==> src/cd_frame_pkg.sv <==
// frame format constants, crc-16 parameters and the byte-wise crc update function
package cd_frame_pkg;

    localparam int HDR_LEN      = 3;    // src, dst, len
    localparam int MAX_DATA_LEN = 253;  // largest user length
    localparam int CRC_LEN      = 2;    // crc low byte, then high byte

    localparam logic [15:0] CRC_POLY    = 16'hA001;  // reflected 8005
    localparam logic [15:0] CRC_INIT    = 16'hFFFF;
    localparam logic [15:0] CRC_RESIDUE = 16'h0000;  // crc over an intact frame incl. its crc

    // fold one byte into the crc, lsb first
    function automatic logic [15:0] crc16_byte(input logic [15:0] crc, input logic [7:0] data);
        logic [15:0] c;
        c = crc ^ {8'h00, data};
        for (int i = 0; i < 8; i++) begin
            c = c[0] ? ((c >> 1) ^ CRC_POLY) : (c >> 1);
        end
        return c;
    endfunction

endpackage

==> src/cd_crc16.sv <==
// byte-wise crc-16 accumulator with clear and update strobes
`timescale 1ns/1ps

module cd_crc16 (
    input  logic        clk,
    input  logic        reset_n,
    input  logic        clear,   // restart with the init value
    input  logic        update,  // fold data in
    input  logic [7:0]  data,
    output logic [15:0] crc
);

    always_ff @(posedge clk or negedge reset_n) begin
        if (!reset_n) begin
            crc <= cd_frame_pkg::CRC_INIT;
        end
        else if (clear) begin
            crc <= cd_frame_pkg::CRC_INIT;  // clear wins over update
        end
        else if (update) begin
            crc <= cd_frame_pkg::crc16_byte(crc, data);  // eight reflected shift steps
        end
    end

endmodule

==> src/cd_rx_framer.sv <==
// frame parser: byte counting, buffer writes, length and crc check at end of frame
`timescale 1ns/1ps

module cd_rx_framer (
    input  logic       clk,
    input  logic       reset_n,
    input  logic [7:0] rx_byte,
    input  logic       rx_valid,
    input  logic       rx_end,    // one cycle pulse after the last byte
    output logic [7:0] wr_byte,
    output logic [7:0] wr_addr,
    output logic       wr_en,
    output logic [7:0] wr_len,
    output logic       wr_err,
    output logic       switch     // commit pulse, wr_len and wr_err valid here
);

    localparam logic [8:0] HDR       = 9'(cd_frame_pkg::HDR_LEN);
    localparam logic [8:0] FULL_ADD  = 9'(cd_frame_pkg::HDR_LEN + cd_frame_pkg::CRC_LEN);
    localparam logic [8:0] MAX_STORE = 9'(cd_frame_pkg::MAX_DATA_LEN + cd_frame_pkg::HDR_LEN);

    logic [8:0]  byte_cnt;   // saturates, frames are at most 258 bytes
    logic [7:0]  data_len;   // n field of the current frame
    logic [15:0] crc;
    logic [8:0]  store_end;
    logic        store_ok;

    // header plus data, clamped so the address never wraps past 255
    assign store_end = (({1'b0, data_len} + HDR) > MAX_STORE) ? MAX_STORE
                                                              : ({1'b0, data_len} + HDR);
    assign store_ok  = (byte_cnt < HDR) || (byte_cnt < store_end);

    cd_crc16 crc_m (
        .clk     (clk),
        .reset_n (reset_n),
        .clear   (rx_end),
        .update  (rx_valid),
        .data    (rx_byte),
        .crc     (crc)
    );

    always_ff @(posedge clk or negedge reset_n) begin
        if (!reset_n) begin
            byte_cnt <= '0;
            wr_en    <= 1'b0;
            switch   <= 1'b0;
        end
        else begin
            wr_en  <= rx_valid & store_ok;     // crc bytes are not stored
            switch <= rx_end && (byte_cnt >= HDR);  // runts vanish silently
            if (rx_end) begin
                byte_cnt <= '0;
            end
            else if (rx_valid && (byte_cnt != '1)) begin
                byte_cnt <= byte_cnt + 1'b1;
            end
        end
    end

    always_ff @(posedge clk) begin
        wr_byte <= rx_byte;
        wr_addr <= byte_cnt[7:0];
        if (rx_valid && (byte_cnt == HDR - 1'b1)) begin
            data_len <= rx_byte;  // length byte
        end
        if (rx_end) begin
            wr_len <= data_len;
            wr_err <= (byte_cnt != ({1'b0, data_len} + FULL_ADD))
                      || (crc != cd_frame_pkg::CRC_RESIDUE);
        end
    end

endmodule

==> config.mk <==
export PLATFORM = sky130hd
export DESIGN_NAME = cd_rx_framer
export DESIGN_NICKNAME = d
export VERILOG_FILES = /design/src/cd_frame_pkg.sv /design/src/cd_crc16.sv /design/src/cd_rx_framer.sv
export SDC_FILE = /design/constraint.sdc
export NUM_CORES = 1
export LEC_CHECK = 0
export BUFFER_PORTS_ARGS = -buffer_cell sky130_fd_sc_hd__buf_2
export CAP_MARGIN = 20
export CORE_UTILIZATION = 57
export DETAILED_ROUTE_END_ITERATION = 6
export PLACE_DENSITY = 0.79
export SYNTH_ARGS = -nofsm -noshare
export SYNTH_HDL_FRONTEND = slang
export SYNTH_SLANG_ARGS = --single-unit
==> constraint.sdc <==
create_clock -name clk -period 3.7 [get_ports clk]
set_clock_uncertainty 0.05 [all_clocks]
set_input_delay 0.74 -clock clk [delete_from_list [all_inputs] [get_ports clk]]
set_output_delay 0.74 -clock clk [all_outputs]
set_load 0.1 [all_outputs]
Word-level counts from Yosys, hierarchy flattened
Cells that the tools add are included.

Add/sub/neg operators: 3. Order comparisons: 4. Eq/ne operators: 3. Multiplexer cells: 13. Bitwise gates (word level): 10. Reductions and logical operators: 8.

Operator list (count): 2-to-1 mux 16 bit (10); 2-to-1 mux 9 bit (3); NOT 2 -> 3 bit (8); nonzero test 16 bit (1); XOR 16 x 8 -> 16 bit (1); adder 8 x 2 -> 9 bit (second input constant) (1); adder 8 x 3 -> 9 bit (second input constant) (1); adder 9 x 1 -> 9 bit (second input constant) (1); equality test 9 x 2 -> 1 bit (second input constant) (1); greater-or-equal comparator 9 x 2 -> 1 bit (second input constant) (1); greater-than comparator 9 bit (second input constant) (1); < comparator 9 x 2 -> 1 bit (second input constant) (1); < comparator 9 bit (1); inequality test 9 bit (1); inequality test 9 bit (second input constant) (1); nonzero test 2 bit (2); logical AND 1 bit (3); logical OR 1 bit (2); AND 1 bit (1).

Bits in registers: 60. Input port bits: 12. Word-level logic and storage cells: 50.

Depth between registers and ports, before layout
Gate-level depths: netlist of the first run.

Depth in word-level cells: 19. Depth in mapped cells: 13. Gate-level depth less buffers: 13.

Cells and area by module
From an unflattened synthesis of the first run, not the netlist that was laid out.

Cell total of the unflattened synthesis: 276. Area total of the unflattened synthesis: 3054.2 um^2.

Modules (own cells, without submodules): cd_rx_framer (times used 1, cells each 189, area an instance 2158.3 um^2); cd_crc16 (times used 1, cells each 87, area an instance 895.9 um^2).

Worst setup path after synthesis of the first run
No wires, ideal clock.

Path kind: register to register. Start point: register data_len[0]. End point: register wr_en. Setup time: 134 ps. Arrival: 2494 ps. Slack: 1023 ps. Cell stages (with the launch flop): 14. Buffers on the path: 0. Path through: edfxtp_1 > inv_1 > ha_1 > nor2b_1 > nand2_1 > xor2_1 > a41oi_1 > or2_2 > ha_1 > nand4_1 > a21oi_1 > nor2_1 > a211oi_1 > a211oi_2.

Word-level cells in the longest chain between the ends: 6.

RTL lines: start, declared (line cd_rx_framer.sv:23) `logic [7:0] data_len;`; start signal, assigned (line cd_rx_framer.sv:64) `data_len <= rx_byte;`; adder 8 x 2 -> 9 bit (*) (line cd_rx_framer.sv:29, cd_rx_framer.sv:30); greater-than comparator 9 bit (line cd_rx_framer.sv:29) `assign store_end = (({1'b0, data_len} + HDR) > MAX_STORE) ? MAX_STORE`; 2-to-1 mux 9 bit (*) (line cd_rx_framer.sv:29); < comparator 9 bit (*) (line cd_rx_framer.sv:31) `assign store_ok = (byte_cnt < HDR) || (byte_cnt < store_end);`; logical OR 1 bit (*) (line cd_rx_framer.sv:31); AND 1 bit (*) (line cd_rx_framer.sv:49) `wr_en <= rx_valid & store_ok;`; end signal, assigned (line cd_rx_framer.sv:49); end, declared (line cd_rx_framer.sv:12) `output logic wr_en,`.

Every way passes the cells marked *; elsewhere a longest branch is shown, timed or not. A chain may end at the register's enable or synchronous reset.

Worst setup path in the final report of the first run
Same ends and word-level chain as after synthesis.

==> results.md, run 1 <==
- Worst Max-Slew Pin Slew: 0.617 ns
- Max_cap viols: 0
- Largest cells by area after synthesis: edfxtp_1 18%, dfstp_2 15%, dfxtp_1 11%
- Ys async rst share: about 45%
- Layout cells sized above 1: 26.5%
- Distinct cells, synth: 40
- Critical path launch point: data_len[0]
- CTS Buf Count: 9
- Cells after synthesis: 256
- First-pass GRT wire length: 9310 µm
- Hpwl dp: around 4000 µm
- Critical-path cell list: inv_1, ha_1, nor2b_1, nand2_1, xor2_1, a41oi_1, or2_2, ha_1, nand4_1, a21oi_1, nor2_1, a211oi_1, a211oi_2
- Leakage: 1.43 nW
- Hold crit path type: in -> async
- Period utilization: 82.1%
- Core Rows: 25
- Rel. slew slack: 58.9%
- Pwr Density: roughly 550 nW/µm²
- Unrepaired setup endpoints after global routing: false
- Ys Warns: 0
- Worst-Skew Late Latency: roughly 0.35 ns
- Final Instance Area: 3340 µm²
- Fmax: about 330 MHz
- Total power: 1.85 mW
- Iter 0 DRT Violations: 123
- Vias: approximately 2,000
- Most used cell, CP: ha_1
- Delay of the slowest critical-path stage: ~0.50 ns
- Resize count post-CTS: 0
- Max Fanout on Critical Path: 8
- IO buf count: 38
- Sequential-to-total area share from yosys stat: between 50 and 60%
- CTS Sinks: 60
- Die Span Y: 73.1 µm
- Core area: 4790 µm²
- Hold_buf cts: 0
- Kind of start point of the critical path: register
- Number of fillers in the final layout: 370
- Final wirelength: 5820 µm
- CP arrival: 3.21 ns
- Vias in the first global route: 1,894
- Post-CTS setup buffer count: 0
- CTS tree: built
- Min Hold Slack: 0.357 ns
- DP Area: 3120 µm²
- Remaining DRCs: 0
- Reg2reg end: wr_en
- Status: finished clean
- EDFF count, synth: 17
- Io pins: 39
- Vias per inst: 5.35
- RePlAce Congestion: ~0.82
- Antenna violations before repair: 0
- Post-route minimum period: 3.04 ns
- Mapped cell area: 2880 µm²
- Die extent in x: around 73 µm
- Area growth from synthesis to layout: 16.2%
- Critical path endpoint: wr_en
- ANT nets after route: 0
- Total global-route track usage: around a quarter
- Synth Register Bits: 60
- Final-stage net count: around 320
- Initial Util: ~60%
- Clock tree buffer depth: 2
- Place WS: 0.709 ns
- Length in cells of the worst reg-to-reg path: 13
- WP data required: 3.87 ns
- H-tree Lvls: 3
- Syn_nets: 282
- Die area: 5340 µm²
- Largest net degree at the start of global routing: 28
- PnR worst setup slack: between 0.6 and 0.7 ns
- Root cell of the clock tree: clkbuf_8
- Mapped Avg Cell Area: roughly 11 µm²
- Largest area contributor in the netlist: edfxtp_1
- Synth cell count leaders: 28 x nor2_1, 28 x xnor2_1, 24 x nand2_1
- Setup violations, final: 0
- CP max-delay cell: edfxtp_1
- Fin. max-slew vios: 0
- CTS clk-pin slew, worst paths: roughly 0.070 ns
- R2r setup slk: 0.66 ns
- Reg-to-Reg Start: data_len[0]
- Total gr overflow: 0
- Wirelength per Cell: between 15 and 20 µm
- Peak VDD IR: 378 µV
- Hold Vio Cnt, Final: 0
- Synth Flop Type: edfxtp_1
- Final TNS setup: 0 ns
- Worst Setup End Kind: register
- 1st-pass router iterations: 4
- Post-synth top area share: 17.7%
- Kind of critical path: reg -> reg
- Antenna diode count: 0
metrics by stage:
step           utilization (%)  std cells
3_5_place_dp              65.2        353
5_1_grt                   69.9        369
3_3_place_gp              65.2        353
2_1_floorplan                -        256
6_report                  69.9        369
4_1_cts                   69.9        369
state kept, by name (all words and copies together) (netlist names):
| name | cells |
|---|---|
| wr_byte | 8 |
| wr_addr | 8 |
| crc_m.crc | 16 |
| wr_err | 1 |
| data_len | 8 |
| byte_cnt | 9 |
| wr_en | 1 |
| wr_len | 8 |
| switch | 1 |
power breakdown:
group / switching (mW) / total, mW / leakage [nW] / internal (mW)
clock network: 0.283 / 0.664 / 0.0981 / 0.381
registers: 0.0455 / 0.797 / 0.608 / 0.751
logic: 0.223 / 0.392 / 0.726 / 0.169
cell families after synthesis:
kind of cell    Yosys count  synth area share (%)
simple gates             84                  14.0
compound gates           31                  6.56
fa+ha+maj                14                  6.08
buf+inv                  14                  1.87
flops                    60                  53.0
xor+xnor                 47                  16.3
mux                       6                  2.09
how the worst min path moves through the flow:
| stage | startpoint | end | cells past startpoint |
|---|---|---|---|
| after detailed placement | crc_m.crc[12] | crc_m.crc[12] | 2 |
| after floorplan | byte_cnt[3] | wr_addr[3] | 0 |
| after CTS | reset_n | byte_cnt[4] | 1 |
| after global routing | reset_n | byte_cnt[5] | 1 |
| after global placement | crc_m.crc[12] | crc_m.crc[12] | 2 |
| final | reset_n | byte_cnt[1] | 1 |
critical path, delay by kind of cell (launching register included):
| kind | cells | cell delay (ns) |
|---|---|---|
| AO/OA/AOI/OAI | 4 | 0.66 |
| flip-flops | 1 | 0.50 |
| adder cells (fa/ha/maj) | 2 | 0.52 |
| buffers and inverters | 1 | 0.12 |
| AND/OR/NAND/NOR | 5 | 0.86 |
| XOR/XNOR | 1 | 0.21 |
placed cells by master, fill, tap and decap left out, types with 3 or more instances in the layout:
master	n
mux2i_1	6
ha_1	14
dfstp_2	16
dfrtp_1	11
xor2_1	14
nor2b_1	4
a21oi_1	8
clkbuf_8	9
dfxtp_1	16
clkinvlp_4	4
nand2_1	24
buf_2	38
o21ai_0	12
nor4_1	4
nor2_1	28
xnor2_1	28
inv_1	6
and3_1	3
edfxtp_1	17
nand4_1	8
final cells by class:
class	instances	area (µm²)	area share, %
sequential	60	1530	45.6
multi-input combinational	182	1300	38.8
timing repair buffer	38	190	5.69
clock buffer	9	124	3.70
clock inverter	7	98.8	2.96
tap	67	83.8	2.51
inverter	6	22.5	0.673
layer usage:
layer  global-route usage, %  up-vias  wire length [µm]
met5                       0        -                 0
met1                    32.9      937              2700
li1                        -      965                 -
met3                    5.94       10               277
met2                    37.1       63              2740
met4                    10.5        0               102
Note: power is estimated with default switching activity, not from simulation.
==> run 2: changes to the inputs <==
Settings changed: ABC_AREA set to 1, CORE_UTILIZATION 57 to 52, PLACE_DENSITY 0.79 to 0.76.
Clock period 3.7 ns to 2.6 ns, I/O delays scaled along.
==> run 2 against run 1 <==
Clock power grew 36%; total power increased by 26%; via count rose by 36%; final area grew 9.0%; critical path depth rose by 2; hold slack lost 0.22 ns; synthesized cell count is 43% higher; core utilization down 5.3 points; sequential share of layout area fell by 3.8 points; synthesized area rose by 8.2%.
==> results.md, run 2 <==
- Synth Register Bits: 60 (unchanged)
- Final wirelength: 6860 µm (was 5820 µm)
- Root cell of the clock tree: clkbuf_8 (unchanged)
- Wirelength per Cell: 13.8 µm (was 15.8 µm)
- IO buf count: 38 (unchanged)
- Pwr Density: 641 nW/µm² (was 554 nW/µm²)
- ANT nets after route: 0 (unchanged)
- Worst-Skew Late Latency: 0.34 ns (was 0.35 ns)
- Largest Register: crc_m.crc (unchanged)
- Total global-route track usage: 23.9% (was 24.3%)
- Antenna violations before repair: 0 (unchanged)
- Max_cap viols: 0 (unchanged)
- Kind of start point of the critical path: register (unchanged)
- Hold_buf cts: 0 (unchanged)
- Fmax: 412 MHz (was 329 MHz)
- Length in cells of the worst reg-to-reg path: 15 (was 13)
- Die extent in x: 79.4 µm (was 73.1 µm)
- Core Rows: 27 (was 25)
- Initial Util: 55.2% (was 60.2%)
- Buf/Inv on CP: 2 (was 1)
- Met1 Usage GRT: 29.0% (was 32.9%)
- Mapped Avg Cell Area: 8.49 µm² (was 11.2 µm²)
- Non-Filler Instances: 496 (was 369)
- Rel. slew slack: 59.2% (was 58.9%)
- Number of fillers in the final layout: 472 (was 370)
- Most common cell after layout, fill and taps aside: nand2_1 (was buf_2)
- Syn_nets: 393 (was 282)
- Largest net degree at the start of global routing: 28 (unchanged)
- First-pass GRT wire length: 11,200 µm (was 9310 µm)
- Hold Vio Cnt, Final: 0 (unchanged)
- CTS Buf Count: 9 (unchanged)
- Layout cells sized above 1: 25.0% (was 26.5%)
- Io pins: 39 (unchanged)
- Commonest cells after routing, fill and taps aside: 106 x nand2_1, 38 x buf_2, 36 x inv_1 (was 38 x buf_2, 28 x nor2_1, 28 x xnor2_1)
- CTS clk-pin slew, worst paths: 0.07 ns (about the same)
- WP data required: 2.83 ns (was 3.87 ns)
- Cells after synthesis: 367 (was 256)
- Final-stage net count: 445 (was 323)
- Antenna diode count: 0 (unchanged)
- H-tree Lvls: 3 (unchanged)
- Core area: 5640 µm² (was 4790 µm²)
- Total power: 2.34 mW (was 1.85 mW)
- Largest area contributor in the netlist: edfxtp_1 (unchanged)
- Cell with the most instances after synthesis: nand2_1
- Area growth from synthesis to layout: 17.1% (was 16.2%)
- Clock tree buffer depth: 2 (unchanged)
- Global route hottest layer: met2 (unchanged)
- Vias per inst: 5.43 (was 5.35)
- Iter 0 DRT Violations: 156 (was 123)
- Critical-path cell list: inv_2, ha_1, inv_1, nand3_1, xnor2_1, nor2_1, nand3_1, nand2_2, nand2_1, ha_1, a21oi_1, o21ai_0, a21oi_1, nand2_1, a21oi_2 (was inv_1, ha_1, nor2b_1, nand2_1, xor2_1, a41oi_1, or2_2, ha_1, nand4_1, a21oi_1, nor2_1, a211oi_1, a211oi_2)
- Critical Path Stages: 15 (was 13)
- CP max-delay cell: edfxtp_1 (unchanged)
- Final core area utilization: 64.6% (was 69.9%)
- Ys async rst share: 45.0% (unchanged)
- Dpl cells: 476 (was 353)
- Sequential-to-total area share from yosys stat: 49.0% (was 53.0%)
- Remaining DRCs: 0 (unchanged)
- Worst Max-Slew Pin Slew: 0.612 ns (was 0.617 ns)
- EDFF count, synth: 17 (unchanged)
- Top delay family on crit path: simple AND/OR/NAND/NOR gates (unchanged)
- Delay of the slowest critical-path stage: 0.46 ns (was 0.50 ns)
- Total gr overflow: 0 (unchanged)
- M2 GR Usage: 39.3% (was 37.1%)
- Synth cell count leaders: 106 x nand2_1, 37 x inv_1, 21 x nor2_1 (was 28 x nor2_1, 28 x xnor2_1, 24 x nand2_1)
- CP arrival: 2.66 ns (was 3.21 ns)
- Vias in the first global route: 2,459 (was 1,894)
- Mapped cell area: 3110 µm² (was 2880 µm²)
- Setup violations, final: 0 (unchanged)
- Met3 Use GR: 4.80% (was 5.94%)
- Post-synth top area share: 16.4% (was 17.7%)
- Largest cells by area after synthesis: edfxtp_1 16%, dfstp_2 13%, nand2_1 13% (was edfxtp_1 18%, dfstp_2 15%, dfxtp_1 11%)
- Peak VDD IR: 372 µV (was 378 µV)
- Synth Flop Type: edfxtp_1 (unchanged)
- Final TNS setup: 0 ns (unchanged)
- Period utilization: 93.4% (was 82.1%)
- Hpwl dp: 4920 µm (was 4030 µm)
- Number of flip-flops in the largest register: 16 (unchanged)
- Max Fanout on Critical Path: 6 (was 8)
- Worst Setup End Kind: register (unchanged)
- CTS Sinks: 60 (unchanged)
- Hold crit path type: in -> async (unchanged)
- Ys Warns: 0 (unchanged)
- Leakage: 1.80 nW (was 1.43 nW)
- Biggest regs: crc_m.crc x16, byte_cnt x9 (unchanged)
- Fin. max-slew vios: 0 (unchanged)
- Vias: 2,695 (was 1,975)
- 1st-pass router iterations: 5 (was 4)
- RePlAce Congestion: 0.879 (was 0.818)
- Distinct cells, synth: 38 (was 40)
- Status: finished clean (unchanged)
- Die area: 6300 µm² (was 5340 µm²)
- Post-route minimum period: 2.43 ns (was 3.04 ns)
- CTS tree: built (unchanged)
- Kind of critical path: reg -> reg (unchanged)
- Min Hold Slack: 0.138 ns (was 0.357 ns)
- Die Span Y: 79.4 µm (was 73.1 µm)
## run 2: cell count changes after synthesis, moves of 5 or more
cell	delta
a22oi_1	+9
nor2_1	-7
nor3_1	+6
inv_2	+12
a21oi_1	+5
mux2i_1	-6
nand3_1	+17
xnor2_1	-24
xor2_1	-6
nand2_1	+82
nand2_2	+5
inv_1	+31
## run 2: path summary, 6_finish.rpt
| kind | end | slack [ns] | startpoint |
|---|---|---|---|
| hold / removal | switch | 0.14 | reset_n |
| min in group clk | wr_byte[7] | 0.28 | rx_byte[7] |
| hold reg to reg | wr_addr[6] | 0.45 | byte_cnt[6] |
| max in group asynchronous | byte_cnt[1] | 1.96 | reset_n |
| setup / recovery | wr_en | 0.17 | data_len[0] |
| setup reg to reg | wr_en | 0.17 | data_len[0] |
## run 2: metrics by stage
stage          instance area, µm²  setup slack (ns)
6_report                     3650             0.171
3_3_place_gp                 3400             0.338
4_1_cts                      3610             0.211
3_5_place_dp                 3400             0.257
2_1_floorplan                3110             0.456
5_1_grt                      3650           -0.0130
## run 2: logic make-up after synthesis
kind of cell,synth area share (%)
AOI/OAI and AO/OA,8.68
xor gates and xnor gates,3.90
adders and majority gates,5.62
buffers and inverters,6.95
DFF,49.0
and+or+nand+nor,25.8
## run 2: what timing repair did
action | in CTS | in global routing
endpoints found under the hold margin | 0 | 0
resized for setup | 0 | 2
buffers inserted | 0 | 4
endpoints found under the setup margin | 0 | 1
## run 2: final cells by class
class | instances | area, µm² | share of cell area (%)
timing repair buffer | 47 | 258 | 7.07
multi-input combinational | 251 | 1380 | 37.7
tap | 72 | 90.1 | 2.47
clock buffer | 11 | 131 | 3.60
clock inverter | 5 | 76.3 | 2.09
sequential | 60 | 1530 | 41.9
inverter | 50 | 188 | 5.15
## run 2: where the power goes
part | switching [mW] | internal, mW | total (mW)
clock | 0.367 | 0.535 | 0.902
sequential | 0.0313 | 1.03 | 1.06
combinational | 0.281 | 0.0943 | 0.376
## run 2: routing by layer
layer / vias up / share of wire, %
li1: 1312 / -
met1: 1263 / 43
met2: 99 / 49
met3: 21 / 5.2
met4: 0 / 2.6
met5: - / 0
## run 2: worst reg2reg max path: cells and delay by family (launching register included)
| family | cells | cell delay (ns) |
|---|---|---|
| and+or+nand+nor | 6 | 0.57 |
| AOI/OAI and AO/OA | 4 | 0.52 |
| DFF | 1 | 0.46 |
| adders and majority gates | 2 | 0.41 |
| buffers and inverters | 2 | 0.19 |
| xor gates and xnor gates | 1 | 0.17 |
